File: config.mk
export PLATFORM = sky130hd
export DESIGN_NAME = coco_bus_glue
export DESIGN_NICKNAME = d
export VERILOG_FILES = /design/src/design/coco_pkg.sv /design/src/design/clock_enable_gen.sv /design/src/design/address_decoder.sv /design/src/design/read_data_mux.sv /design/src/design/joystick_dac_compare.sv /design/src/design/coco_bus_glue.sv
export SDC_FILE = /design/constraint.sdc
export NUM_CORES = 1
export LEC_CHECK = 0
export ABC_AREA = 1
export BUFFER_PORTS_ARGS = -buffer_cell sky130_fd_sc_hd__buf_2
export CAP_MARGIN = 30
export CORE_AREA = 4 4 85 126
export CTS_CLUSTER_SIZE = 30
export DETAILED_ROUTE_END_ITERATION = 7
export DIE_AREA = 0 0 89 130
export GPL_TIMING_DRIVEN = 0
export PLACE_DENSITY = 0.67
export SLEW_MARGIN = 20
export SYNTH_ARGS = -nofsm -noshare
export SYNTH_HDL_FRONTEND = slang
export SYNTH_SLANG_ARGS = --single-unit
File: constraint.sdc
create_clock -name clk -period 2.7 [get_ports clk]
set_input_delay 0.54 -clock clk [delete_from_list [all_inputs] [get_ports clk]]
set_output_delay 0.54 -clock clk [all_outputs]
set_load 0.01 [all_outputs]
File: src/design/coco_pkg.sv
// coco bus glue definitions
package coco_pkg;

  // decoded bus device, one per chip select on the board
  typedef enum logic [3:0] {
    DEV_RAM    = 4'd0,  // 32k dynamic ram
    DEV_ROM_LO = 4'd1,  // extended basic at 8000
    DEV_ROM_HI = 4'd2,  // color basic at a000, plus vectors
    DEV_CART   = 4'd3,  // cartridge slot
    DEV_PIA0   = 4'd4,  // keyboard / joystick pia
    DEV_PIA1   = 4'd5,  // dac / vdg control pia
    DEV_ACIA   = 4'd6,  // dragon 64 serial, shares pia0 space
    DEV_IO     = 4'd7,  // disk controller window
    DEV_NONE   = 4'd8   // unmapped, reads float high
  } device_e;

  // memory map bounds
  localparam logic [15:0] RAM_END     = 16'h7FFF;
  localparam logic [15:0] ROM_LO_BASE = 16'h8000;
  localparam logic [15:0] ROM_HI_BASE = 16'hA000;
  localparam logic [15:0] CART_BASE   = 16'hC000;
  localparam logic [15:0] IO_PAGE     = 16'hFF00;  // pia0 starts here
  localparam logic [15:0] PIA1_BASE   = 16'hFF20;
  localparam logic [15:0] IO_BASE     = 16'hFF40;  // fdc window
  localparam logic [15:0] IO_END      = 16'hFF5F;
  localparam logic [15:0] VECTOR_BASE = 16'hFFF0;  // 6809 vectors, mirrored from rom

  // system clock enable divisors
  // normal ~14.3 mhz from 42.9, turbo ~21.5 mhz
  localparam int CLK_DIV_NORMAL = 3;
  localparam int CLK_DIV_TURBO  = 2;

  // digital pad axis positions
  localparam logic [7:0] JOY_CENTER = 8'd128;
  localparam logic [7:0] JOY_LOW    = 8'd16;   // left / up
  localparam logic [7:0] JOY_HIGH   = 8'd240;  // right / down

  // value seen on an undriven data bus
  localparam logic [7:0] OPEN_BUS = 8'hFF;

endpackage

File: src/design/clock_enable_gen.sv
// system clock enable divider
`timescale 1ns/1ps

module clock_enable_gen
  import coco_pkg::*;
(
  input  logic clk,
  input  logic reset_n,
  input  logic turbo,    // divide by 2 instead of 3
  output logic clk_ena   // one cycle pulse
);

  logic [1:0] div_cnt;
  logic [1:0] div_wrap;  // last count before the pulse

  // picked every cycle, so a turbo change lands at the next wrap
  assign div_wrap = turbo ? 2'(CLK_DIV_TURBO - 1) : 2'(CLK_DIV_NORMAL - 1);

  always_ff @(posedge clk)
  begin
    if (!reset_n)
    begin
      div_cnt <= 2'd0;
      clk_ena <= 1'b0;
    end
    else if (div_cnt >= div_wrap)  // >= covers a switch into turbo at count 2
    begin
      div_cnt <= 2'd0;
      clk_ena <= 1'b1;
    end
    else
    begin
      div_cnt <= div_cnt + 2'd1;
      clk_ena <= 1'b0;
    end
  end

  // smallest divisor is 2, so pulses never touch
  a_ena_single_cycle: assert property (
    @(posedge clk) disable iff (!reset_n)
    clk_ena |=> !clk_ena
  );

endmodule

File: src/design/address_decoder.sv
// 6809 memory map decoder
`timescale 1ns/1ps

module address_decoder
  import coco_pkg::*;
(
  input  logic [15:0] cpu_addr,
  input  logic        dragon64,  // enables acia split and rom banking
  input  logic        ddrb2,     // pia1 ddrb bit 2
  input  logic        portb2,    // pia1 port b bit 2
  output device_e     device,
  output logic        alt_bank   // dragon 64 second rom chip
);

  logic in_ff_page;  // ff00 and up is handled piecewise
  logic is_rom;
  logic bank_pin;    // state of the bank select line

  assign in_ff_page = (cpu_addr >= IO_PAGE);

  always_comb
  begin
    device = DEV_NONE;  // unmapped holes in the ff page
    if (cpu_addr <= RAM_END)
    begin
      device = DEV_RAM;
    end
    else if (cpu_addr >= ROM_LO_BASE && cpu_addr < ROM_HI_BASE)
    begin
      device = DEV_ROM_LO;
    end
    else if (cpu_addr >= ROM_HI_BASE && cpu_addr < CART_BASE)
    begin
      device = DEV_ROM_HI;
    end
    else if (!in_ff_page)
    begin
      device = DEV_CART;  // c000..feff
    end
    else if (cpu_addr < PIA1_BASE)
    begin
      // dragon 64 hangs the acia on a2 inside the pia0 block
      if (dragon64 && cpu_addr[2])
        device = DEV_ACIA;
      else
        device = DEV_PIA0;
    end
    else if (cpu_addr < IO_BASE)
    begin
      device = DEV_PIA1;
    end
    else if (cpu_addr <= IO_END)
    begin
      device = DEV_IO;  // ff40..ff5f
    end
    else if (cpu_addr >= VECTOR_BASE)
    begin
      device = DEV_ROM_HI;  // vectors come from the top of basic
    end
  end

  assign is_rom = (device == DEV_ROM_LO) || (device == DEV_ROM_HI);

  // port b bit 2 has a pull-up, so the bank only flips when it is
  // driven as an output and held low
  assign bank_pin = ddrb2 && !portb2;

  assign alt_bank = dragon64 && is_rom && bank_pin;

endmodule

File: src/design/read_data_mux.sv
// cpu read data select and latch
`timescale 1ns/1ps

module read_data_mux
  import coco_pkg::*;
(
  input  logic       clk,
  input  logic       reset_n,
  input  logic       clk_ena,     // system clock enable
  input  logic       bus_sample,  // cpu wants data this enable
  input  device_e    device,
  input  logic       alt_bank,
  input  logic [7:0] ram_data,
  input  logic [7:0] rom_lo_data,
  input  logic [7:0] rom_lo_alt_data,
  input  logic [7:0] rom_hi_data,
  input  logic [7:0] rom_hi_alt_data,
  input  logic [7:0] cart_data,
  input  logic [7:0] pia0_data,
  input  logic [7:0] pia1_data,
  input  logic [7:0] acia_data,
  input  logic [7:0] io_data,
  output logic [7:0] cpu_din
);

  logic [7:0] sel_data;  // byte on the bus this cycle
  logic       sample;

  always_comb
  begin
    case (device)
      DEV_RAM:    sel_data = ram_data;
      DEV_ROM_LO: sel_data = alt_bank ? rom_lo_alt_data : rom_lo_data;
      DEV_ROM_HI: sel_data = alt_bank ? rom_hi_alt_data : rom_hi_data;
      DEV_CART:   sel_data = cart_data;
      DEV_PIA0:   sel_data = pia0_data;
      DEV_PIA1:   sel_data = pia1_data;
      DEV_ACIA:   sel_data = acia_data;
      DEV_IO:     sel_data = io_data;
      default:    sel_data = OPEN_BUS;  // DEV_NONE, bus floats
    endcase
  end

  assign sample = clk_ena && bus_sample;

  always_ff @(posedge clk)
  begin
    if (!reset_n)
      cpu_din <= OPEN_BUS;
    else if (sample)
      cpu_din <= sel_data;  // held until the next sample
  end

  // decoder must hand over a real device code whenever a read is taken
  a_device_defined: assert property (
    @(posedge clk) disable iff (!reset_n)
    bus_sample |-> device inside {DEV_RAM, DEV_ROM_LO, DEV_ROM_HI, DEV_CART,
                                  DEV_PIA0, DEV_PIA1, DEV_ACIA, DEV_IO, DEV_NONE}
  );

  // alternate bank only exists for the two rom chips
  a_alt_bank_rom_only: assert property (
    @(posedge clk) disable iff (!reset_n)
    alt_bank |-> (device == DEV_ROM_LO || device == DEV_ROM_HI)
  );

endmodule

File: src/design/joystick_dac_compare.sv
// joystick axis compare against dac
`timescale 1ns/1ps

module joystick_dac_compare
  import coco_pkg::*;
(
  input  logic        clk,
  input  logic        reset_n,
  input  logic        joy_use_dpad,  // digital pad instead of analog sticks
  input  logic [3:0]  joy1,          // right, left, down, up
  input  logic [3:0]  joy2,
  input  logic [15:0] joya1,         // x in high byte, y in low byte
  input  logic [15:0] joya2,
  input  logic [5:0]  dac_data,      // 6-bit dac from pia1 port a
  input  logic        sela,
  input  logic        selb,
  output logic        hilo           // axis at or above the dac level
);

  logic [7:0] joy1_x;
  logic [7:0] joy1_y;
  logic [7:0] joy2_x;
  logic [7:0] joy2_y;
  logic [7:0] axis_sel;   // axis routed to the comparator
  logic [7:0] dac_level;  // dac scaled to the 8-bit axis range

  // one pad axis, the negative direction wins a double press
  function automatic logic [7:0] pad_axis(input logic pos, input logic neg);
    logic [7:0] val;
    val = JOY_CENTER;
    if (pos)
      val = JOY_HIGH;
    if (neg)
      val = JOY_LOW;
    return val;
  endfunction

  always_ff @(posedge clk)
  begin
    if (!reset_n)
    begin
      joy1_x <= JOY_CENTER;
      joy1_y <= JOY_CENTER;
      joy2_x <= JOY_CENTER;
      joy2_y <= JOY_CENTER;
    end
    else if (joy_use_dpad)
    begin
      joy1_x <= pad_axis(joy1[0], joy1[1]);  // right / left
      joy1_y <= pad_axis(joy1[2], joy1[3]);  // down / up
      joy2_x <= pad_axis(joy2[0], joy2[1]);
      joy2_y <= pad_axis(joy2[2], joy2[3]);
    end
    else
    begin
      joy1_x <= joya1[15:8];
      joy1_y <= joya1[7:0];
      joy2_x <= joya2[15:8];
      joy2_y <= joya2[7:0];
    end
  end

  // sela/selb come from the pia0 ca2/cb2 lines
  always_comb
  begin
    case ({selb, sela})
      2'b00:   axis_sel = joy1_x;
      2'b01:   axis_sel = joy1_y;
      2'b10:   axis_sel = joy2_x;
      default: axis_sel = joy2_y;
    endcase
  end

  assign dac_level = {dac_data, 2'b00};
  assign hilo      = (axis_sel >= dac_level);  // software does a binary search on this

endmodule

File: src/design/coco_bus_glue.sv
// coco bus glue top
`timescale 1ns/1ps

module coco_bus_glue
  import coco_pkg::*;
(
  input  logic        clk,
  input  logic        reset_n,
  input  logic        turbo,
  input  logic        dragon64,
  input  logic [15:0] cpu_addr,
  input  logic        ddrb2,
  input  logic        portb2,
  input  logic        bus_sample,
  input  logic [7:0]  ram_data,
  input  logic [7:0]  rom_lo_data,
  input  logic [7:0]  rom_lo_alt_data,
  input  logic [7:0]  rom_hi_data,
  input  logic [7:0]  rom_hi_alt_data,
  input  logic [7:0]  cart_data,
  input  logic [7:0]  pia0_data,
  input  logic [7:0]  pia1_data,
  input  logic [7:0]  acia_data,
  input  logic [7:0]  io_data,
  input  logic        joy_use_dpad,
  input  logic [3:0]  joy1,
  input  logic [3:0]  joy2,
  input  logic [15:0] joya1,
  input  logic [15:0] joya2,
  input  logic [5:0]  dac_data,
  input  logic        sela,
  input  logic        selb,
  output logic        clk_ena,
  output device_e     device_sel,
  output logic [7:0]  cpu_din,
  output logic        hilo
);

  logic alt_bank;  // decoder to mux

  clock_enable_gen i_clock_enable_gen (
    .clk     (clk),
    .reset_n (reset_n),
    .turbo   (turbo),
    .clk_ena (clk_ena)
  );

  address_decoder i_address_decoder (
    .cpu_addr (cpu_addr),
    .dragon64 (dragon64),
    .ddrb2    (ddrb2),
    .portb2   (portb2),
    .device   (device_sel),  // also feeds the mux
    .alt_bank (alt_bank)
  );

  read_data_mux i_read_data_mux (
    .clk             (clk),
    .reset_n         (reset_n),
    .clk_ena         (clk_ena),
    .bus_sample      (bus_sample),
    .device          (device_sel),
    .alt_bank        (alt_bank),
    .ram_data        (ram_data),
    .rom_lo_data     (rom_lo_data),
    .rom_lo_alt_data (rom_lo_alt_data),
    .rom_hi_data     (rom_hi_data),
    .rom_hi_alt_data (rom_hi_alt_data),
    .cart_data       (cart_data),
    .pia0_data       (pia0_data),
    .pia1_data       (pia1_data),
    .acia_data       (acia_data),
    .io_data         (io_data),
    .cpu_din         (cpu_din)
  );

  joystick_dac_compare i_joystick_dac_compare (
    .clk          (clk),
    .reset_n      (reset_n),
    .joy_use_dpad (joy_use_dpad),
    .joy1         (joy1),
    .joy2         (joy2),
    .joya1        (joya1),
    .joya2        (joya2),
    .dac_data     (dac_data),
    .sela         (sela),
    .selb         (selb),
    .hilo         (hilo)
  );

endmodule

Word-level counts from Yosys, hierarchy flattened
Index checks and enable logic that the tools add are counted.

storage, ports and cells
  register bits after elaboration = 43
  input bits = 152
  output and inout port bits = 14

operators by class
  $add $sub $neg = 1
  $lt $le $gt $ge = 12
  equal/unequal tests = 9
  mux-type cells = 27
  bitwise logic cells = 1
  reductions and logical operators = 12

operators by type and width
  operator                                                                 count
  8-bit 2-to-1 mux                                                         10
  16-bit greater-or-equal comparator, second input constant                4
  16-bit < comparator, second input constant                               4
  8-bit case mux with 8 select lines                                       1
  4-bit 2-to-1 mux                                                         8
  7-bit 2-to-1 mux                                                         4
  8-bit case mux with 3 select lines                                       1
  4-bit by 3-bit == test with 1-bit output, second input constant          4
  16-bit by 15-bit <= comparator with 1-bit output, second input constant  1
  16-bit <= comparator, second input constant                              1
  4-bit by 2-bit == test with 1-bit output, second input constant          2
  8-bit greater-or-equal comparator                                        1
  1-bit logical AND                                                        7
  4-bit by 1-bit == test with 1-bit output, second input constant          1
  4-bit logical NOT                                                        1
  2-bit 2-to-1 mux                                                         2
  2-bit by 1-bit adder with 2-bit output, second input constant            1
  2-bit by 1-bit == test with 1-bit output, second input constant          1
  2-bit == test, second input constant                                     1
  2-bit greater-or-equal comparator                                        1
  2-bit logical NOT                                                        1
  2-bit OR reduction                                                       1
  1-bit logical NOT                                                        1
  1-bit logical OR                                                         1
  2 further kinds                                                          2

Depth between registers and ports, before layout
Gate-level depths: netlist (run 1).

  word-level depth = 15
  depth in mapped cells = 14
  mapped depth without buffers = 14

Cells and area by module
A second synthesis (run 1) with hierarchy kept.

second synthesis, totals
  cells, all modules = 533
  area total of the unflattened synthesis = 3,201.8 µm²

modules (own cells, without submodules)
  module                instances  cells each  area an instance (µm²)  sequential area each (µm²)
  joystick_dac_compare  1          197         1,432.6                 640.6
  read_data_mux         1          266         1,371.3                 160.2
  address_decoder       1          53          259.0                   0.0
  clock_enable_gen      1          17          138.9                   60.1

Worst setup path after synthesis (run 1)
Ideal clock, no wire load.

  path kind = input port to output port
  start = input port sela
  end = output port hilo
  arrival time = 1.886 ns
  required time = 2.160 ns
  slack = 0.274 ns
  stages = 11
  buffers on the path = 1
  cell sequence = clkbuf_1 -> nor2_1 -> nand2_1 -> nand3_1 -> o21ai_0 -> inv_1 -> ha_1 -> inv_1 -> nor2_1 -> o21ai_0 -> o2111ai_1

on the way
  cells in the longest elaborated chain, start to end = 3
  elaborated cells between the ends (all ways) = 5

ends and longest elaborated chain
  element                                      RTL line                    source
  start: declaration                           coco_bus_glue.sv:31         input logic sela,
  2-bit == test, or another cell as far along  joystick_dac_compare.sv:66  case ({selb, sela})
  8-bit case mux with 3 select lines (*)       joystick_dac_compare.sv:66
  8-bit greater-or-equal comparator (*)        joystick_dac_compare.sv:75  assign hilo = (axis_sel >= dac_level);
  end: declaration                             coco_bus_glue.sv:36         output logic hilo

Every way passes the cells marked *; elsewhere a longest branch is shown, timed or not.

Worst setup path in the final report (run 1)
Ends and elaborated chain as after synthesis.

==> impl_metrics.env, run 1 <==
export IMPL_yosys_warnings=0
export IMPL_syn_inst=442
export IMPL_cts_setup_buffers=0
export IMPL_ys_ff_latch=43
export IMPL_slew_headroom=0.6407
export IMPL_placed_area_mm2=0.003770
export IMPL_initial_core_util=0.2922
export IMPL_slowest_stage="ha_1"
export IMPL_max_slew_worst_pin_slew_ps=538.9
export IMPL_critical_path_endpoint_type="output port"
export IMPL_grt_pass1_wl_um=15130
export IMPL_maxCapViolCount=0
export IMPL_grt_max_degree=16
export IMPL_reg2regPathDepth=5
export IMPL_critPathArrivalTime_ps=2080
export IMPL_diodes=0
export IMPL_fin_area_mm2=0.003946
export IMPL_leakagePower_nw=2.213
export IMPL_r2r_slack_ps=1390
export IMPL_hpwl_um=8892
export IMPL_min_path_type="flip-flop to flip-flop"
export IMPL_die_area_mm2=0.01157
export IMPL_viasPerCell=4.835
export IMPL_p_int_mw=1.210
export IMPL_cp_startpoint="sela"
export IMPL_ctsHoldBuffers=0
export IMPL_setup_violations_final=0
export IMPL_rsz0062_at_grt="false"
export IMPL_cts_htree_levels=2
export IMPL_synth_xor_area_frac=0.003111
export IMPL_worst_slack_ps=77.76
export IMPL_synth_top_family_by_area="simple AND/OR/NAND/NOR gates"
export IMPL_numClockSinks=43
export IMPL_status="finished, final reports clean"
export IMPL_synth_async_reset_ratio=0
export IMPL_initialDrtViolationCount=105
export IMPL_hold_worst_slack_ps=456.3
export IMPL_die_y_um=130
export IMPL_clock_path_buffers=2
export IMPL_clkPwrFrac=0.350
export IMPL_synth_edf_count=0
export IMPL_ant_nets=0
export IMPL_area_growth_pct=40.18
export IMPL_cts_buffers=5
export IMPL_crit_top_cell="o21ai_1"
export IMPL_wire_per_inst_um=13.97
export IMPL_syn_area_mm2=0.002815
export IMPL_cp_max_fo=10
export IMPL_n_fill_cell=1043
export IMPL_p_sw_frac=0.2916
export IMPL_drive_above_1_share=0.3382
export IMPL_synth_seq_area_share=0.3058
export IMPL_finClkSkew_ps=2.301
export IMPL_die_w_um=89
export IMPL_ir_worst_vdd_mv=0.3696
export IMPL_yosys_cell_types_count=30
export IMPL_crit_type="input port to output port"
export IMPL_r2r_start="i_clock_enable_gen.div_cnt[0]"
export IMPL_combinationalPowerShare=0.241
export IMPL_synth_compound_area_share=0.09733
export IMPL_seq_area_um2=860.8
export IMPL_first_pass_iters=5
export IMPL_yosys_mux_area_fraction=0.03200
export IMPL_switching_power_mw=0.4982
export IMPL_synth_ff_type="dfxtp_1"
export IMPL_clk_pin_slew_worst_paths_ps=60
export IMPL_wl_um=10160
export IMPL_io_pins=166
export IMPL_power_frac_seq=0.409
export IMPL_overflow=0
export IMPL_slew_viol_final=0
export IMPL_via_count=3515
export IMPL_numPortBuffers=161
export IMPL_drc=0
export IMPL_grtUsageTotal=0.1709
export IMPL_crit_buf_inv=3
export IMPL_hold_violations=0
export IMPL_synthAdderAreaFrac=0.03556
export IMPL_coreArea_mm2=0.009634
export IMPL_worst_path_stages=11
export IMPL_cts_tree="done"
export IMPL_start_kind="input port"
export IMPL_clkLatencyLatePin_ps=280
export IMPL_synthSimpleGateAreaFrac=0.4187
export IMPL_std_cell_rows=44
export IMPL_antenna_found_initial=1
export IMPL_fin_crit_sh=0.9712
export IMPL_grt_pass1_vias=3366
export IMPL_crit_family="simple AND/OR/NAND/NOR gates"
export IMPL_cp_endpoint="hilo"
export IMPL_power_per_cell_area_mw_per_mm2=433.0
export IMPL_regToRegEndpoint="i_clock_enable_gen.div_cnt[1]"
export IMPL_multiInputGateArea_mm2=0.001668
export IMPL_max_freq_mhz=381.4
export IMPL_final_core_util=0.4096
export IMPL_root_buffer="clkbuf_16"
export IMPL_dp_cells=719
export IMPL_synth_avg_cell_area_um2=6.369
export IMPL_dp_slack_ps=-269.0
export IMPL_path_cells="clkbuf_4 > o21ai_1 > nand3_1 > o21ai_1 > inv_1 > ha_1 > nand2_1 > nor2_2 > nand4_1 > o2111ai_1 > buf_2"
export IMPL_period_needed_ps=2622
export IMPL_required_ps=2160
export IMPL_layout_nets=771
export IMPL_synth_nets=602
export IMPL_cp_slowest_stage_delay_ps=290
export IMPL_stdcell_count=727
export IMPL_routabilityCongestion=0.9722
[layout by cell type, fill, tap and decap left out, types with 5 or more instances in the layout]
master	n
a21oi_1	12
buf_2	167
clkbuf_1	6
clkbuf_16	5
dfxtp_1	43
ha_1	8
inv_1	55
mux2_2	8
nand2_1	119
nand3_1	49
nand4_1	35
nor2_1	46
o21ai_0	15
o21ai_1	6
[state kept, by name, indices dropped and copies added, names as in the netlist]
name	count
i_joystick_dac_compare.joy1_y	8
i_clock_enable_gen.div_cnt	2
i_joystick_dac_compare.joy2_y	8
i_clock_enable_gen.clk_ena	1
i_joystick_dac_compare.joy1_x	8
i_read_data_mux.cpu_din	8
i_joystick_dac_compare.joy2_x	8
[per-layer routing]
metal	global-route usage	vias up	wire length [um]
met3	0.04548	31	1036
met5	0	-	12
met1	0.1640	1491	3538
met2	0.3246	192	5170
met4	0.08589	2	400
li1	-	1799	-
[area by class of cell]
type / count / area share
multi-input cells: 324 / 0.4226
flip-flops and latches: 43 / 0.2181
repair buffers: 162 / 0.2055
inverters: 59 / 0.05612
well taps: 115 / 0.03646
clock buffers: 5 / 0.03171
plain buffers: 16 / 0.02346
clock inverters: 3 / 0.006024
[kinds of logic after synthesis]
group | after synthesis
and+or+nand+nor | 263
adders and majority gates | 8
buffers and inverters | 75
DFF | 43
muxes | 8
AOI/OAI and AO/OA | 44
xor gates and xnor gates | 1
[how the worst min path moves through the flow]
| stage | startpoint | endpoint | slack (ps) | cells after the start |
|---|---|---|---|---|
| floorplan | i_clock_enable_gen.div_cnt[0] | i_clock_enable_gen.div_cnt[0] | 430 | 1 |
| CTS | joya1[0] | i_joystick_dac_compare.joy1_y[0] | 460 | 3 |
| global route | joya2[2] | i_joystick_dac_compare.joy2_y[2] | 470 | 3 |
| global placement | i_clock_enable_gen.div_cnt[0] | i_clock_enable_gen.div_cnt[0] | 430 | 1 |
| finish | i_clock_enable_gen.div_cnt[0] | i_clock_enable_gen.div_cnt[0] | 460 | 1 |
| detailed placement | i_clock_enable_gen.div_cnt[0] | i_clock_enable_gen.div_cnt[0] | 450 | 1 |
[timing repair]
item,in CTS,in global routing
endpoints found under the setup margin,1,1
gates resized for setup,11,8
pin swaps,0,1
[Yosys cell counts (3+ instances only)]
master / number / area share
ha_1: 8 / 0.036
buf_2: 5 / 0.0089
clkbuf_1: 8 / 0.011
dfxtp_1: 43 / 0.31
nor2_1: 48 / 0.064
nand2_2: 3 / 0.0067
o221a_2: 4 / 0.016
nand4_1: 35 / 0.078
nand2_1: 120 / 0.16
inv_1: 56 / 0.075
a21oi_1: 12 / 0.021
nand3_1: 49 / 0.087
mux2_2: 8 / 0.032
o21ai_0: 21 / 0.037
clkinv_1: 3 / 0.0040
[power by group through the flow]
stage,Sequential [mW],Clock [mW],Combinational (mW)
after CTS,0.699,0.622,0.412
after global placement,0.712,0,0.399
final,0.699,0.599,0.411
after global routing,0.703,0.648,0.465
after floorplan,0.714,0,0.206
after detailed placement,0.713,0,0.407
[through the flow]
| stage | total power [mW] | TNS (ps) |
|---|---|---|
| CTS | 1.734 | 0 |
| finish | 1.709 | 0 |
| global route | 1.816 | 0 |
| floorplan | 0.9196 | 0 |
| global placement | 1.110 | -269.2 |
| detailed placement | 1.120 | -269.0 |
No activity file was read; power rests on OpenSTA's default activity.
==> inputs of run 2 (changes only) <==
- CORE_AREA: 4 4 85 126 -> 4 4 131 83
- DIE_AREA: 0 0 89 130 -> 0 0 135 87
==> impl_metrics.env, run 2 (synthesized netlist as in run 1, its figures left out) <==
export IMPL_status="finished, final reports clean"
export IMPL_drc=0
export IMPL_required_ps=2160
export IMPL_max_slew_worst_pin_slew_ps=617.3
export IMPL_regToRegEndpoint="i_clock_enable_gen.div_cnt[1]"
export IMPL_drive_above_1_share=0.3638
export IMPL_cp_endpoint="hilo"
export IMPL_io_pins=166
export IMPL_dp_cells=739
export IMPL_final_cell_mix="buf_2, nand2_1, inv_1"
export IMPL_overflow=0
export IMPL_worst_slack_ps=101.4
export IMPL_grt_busiest_layer="met2"
export IMPL_r2r_start="i_clock_enable_gen.div_cnt[1]"
export IMPL_cts_tree="done"
export IMPL_grtUsageTotal=0.1889
export IMPL_maxCapViolCount=0
export IMPL_setup_violations_final=0
export IMPL_wire_per_inst_um=15.38
export IMPL_clk_pin_slew_worst_paths_ps=50
export IMPL_start_kind="input port"
export IMPL_clock_path_buffers=2
export IMPL_mostFrequentLayoutCell="buf_2"
export IMPL_numClockSinks=43
export IMPL_hpwl_um=9821
export IMPL_die_area_mm2=0.01175
export IMPL_grt_pass1_wl_um=17400
export IMPL_grt_max_degree=15
export IMPL_ant_nets=0
export IMPL_coreArea_mm2=0.009634
export IMPL_min_path_type="flip-flop to flip-flop"
export IMPL_cp_max_fo=10
export IMPL_whs_path_depth=2
export IMPL_initialDrtViolationCount=277
export IMPL_crit_family="simple AND/OR/NAND/NOR gates"
export IMPL_reg2regPathDepth=6
export IMPL_die_y_um=87
export IMPL_ctsHoldBuffers=0
export IMPL_slowest_stage="nor2_4"
export IMPL_root_buffer="clkbuf_16"
export IMPL_hold_violations=0
export IMPL_use_met3=0.03176
export IMPL_crit_buf_inv=3
export IMPL_routabilityCongestion=0.9631
export IMPL_wl_um=11520
export IMPL_fin_crit_sh=0.9624
export IMPL_use_met1=0.2782
export IMPL_numPortBuffers=161
export IMPL_n_fill_cell=1029
export IMPL_first_pass_iters=5
export IMPL_stdcell_count=749
export IMPL_leakagePower_nw=2.270
export IMPL_period_needed_ps=2599
export IMPL_crit_type="input port to output port"
export IMPL_finClkSkew_ps=5.996
export IMPL_placed_area_mm2=0.003795
export IMPL_clkLatencyLatePin_ps=280
export IMPL_rsz0062_at_grt="false"
export IMPL_dp_slack_ps=-544.9
export IMPL_path_cells="buf_6 > nor2_4 > nand2_1 > nand3_1 > o21ai_2 > inv_1 > ha_4 > nand2_2 > nor2_4 > nand4_1 > o2111ai_2 > buf_2"
export IMPL_die_w_um=135
export IMPL_initial_core_util=0.2922
export IMPL_cp_startpoint="sela"
export IMPL_area_growth_pct=46.58
export IMPL_hold_worst_slack_ps=465.1
export IMPL_slew_headroom=0.5885
export IMPL_critical_path_endpoint_type="output port"
export IMPL_worst_path_stages=12
export IMPL_cts_htree_levels=2
export IMPL_cts_buffers=5
export IMPL_cp_slowest_stage_delay_ps=250
export IMPL_grt_pass1_vias=3436
export IMPL_slew_viol_final=0
export IMPL_ir_worst_vdd_mv=0.2620
export IMPL_crit_top_cell="nor2_4"
export IMPL_power_per_cell_area_mw_per_mm2=441.5
export IMPL_max_freq_mhz=384.8
export IMPL_via_count=3697
export IMPL_met2_usage=0.2866
export IMPL_viasPerCell=4.936
export IMPL_antenna_found_initial=2
export IMPL_critPathArrivalTime_ps=2060
export IMPL_r2r_slack_ps=1450
export IMPL_layout_nets=772
export IMPL_std_cell_rows=28
export IMPL_fin_area_mm2=0.004126
## run 2: power by group
group          switching (mW)  internal (mW)
sequential             0.0184          0.679
combinational           0.253          0.202
clock                   0.234          0.435
## run 2: per-layer routing
layer / vias to the layer above / part of all wire
li1: 1803 / -
met1: 1745 / 0.47
met2: 129 / 0.45
met3: 18 / 0.065
met4: 2 / 0.017
met5: - / 0.00061
## run 2: worst min path at each step
stage / start / end / slack [ps]
after detailed placement: i_clock_enable_gen.div_cnt[0] / i_clock_enable_gen.div_cnt[0] / 450
after global routing: joya2[3] / i_joystick_dac_compare.joy2_y[3] / 470
after global placement: i_clock_enable_gen.div_cnt[0] / i_clock_enable_gen.div_cnt[0] / 430
after floorplan: i_clock_enable_gen.div_cnt[0] / i_clock_enable_gen.div_cnt[0] / 430
after CTS: joya2[11] / i_joystick_dac_compare.joy2_x[3] / 460
final: i_read_data_mux.cpu_din[2] / i_read_data_mux.cpu_din[2] / 470
## run 2: what timing repair did
item | 4_1_cts | 5_1_grt
gates resized for setup | 19 | 22
pin swaps | 1 | 7
endpoints found under the setup margin | 1 | 1
gates cloned | 0 | 1
buffers inserted | 0 | 0
## run 2: through the flow
step | utilization | setup TNS [ps] | power [mW]
2_1_floorplan | - | 0 | 0.9196
3_3_place_gp | 0.3934 | -435.1 | 1.110
6_report | 0.4283 | 0 | 1.822
3_5_place_dp | 0.3939 | -544.9 | 1.125
4_1_cts | 0.4162 | 0 | 1.810
5_1_grt | 0.4283 | 0 | 1.919
## run 2: worst reg2reg max path, delay by kind of cell, from the launching register on
kind / cells / cell delay [ps]
flip-flops: 1 / 330
adder cells (fa/ha/maj): 1 / 300
AND/OR/NAND/NOR: 3 / 280
buffers and inverters: 1 / 70
AO/OA/AOI/OAI: 1 / 210
## run 2: layout make-up
type                            instances  area [um^2]  area share
Buffer                                 16        100.1     0.02426
Antenna cell                            1        2.502   0.0006064
Inverter                               59        224.0     0.05428
Clock inverter                          3        43.79     0.01061
Tap cell                              135        168.9     0.04093
Timing Repair Buffer                  163        842.1      0.2041
Sequential cell                        43        860.8      0.2086
Clock buffer                            5        125.1     0.03032
Multi-Input combinational cell        324         1759      0.4263
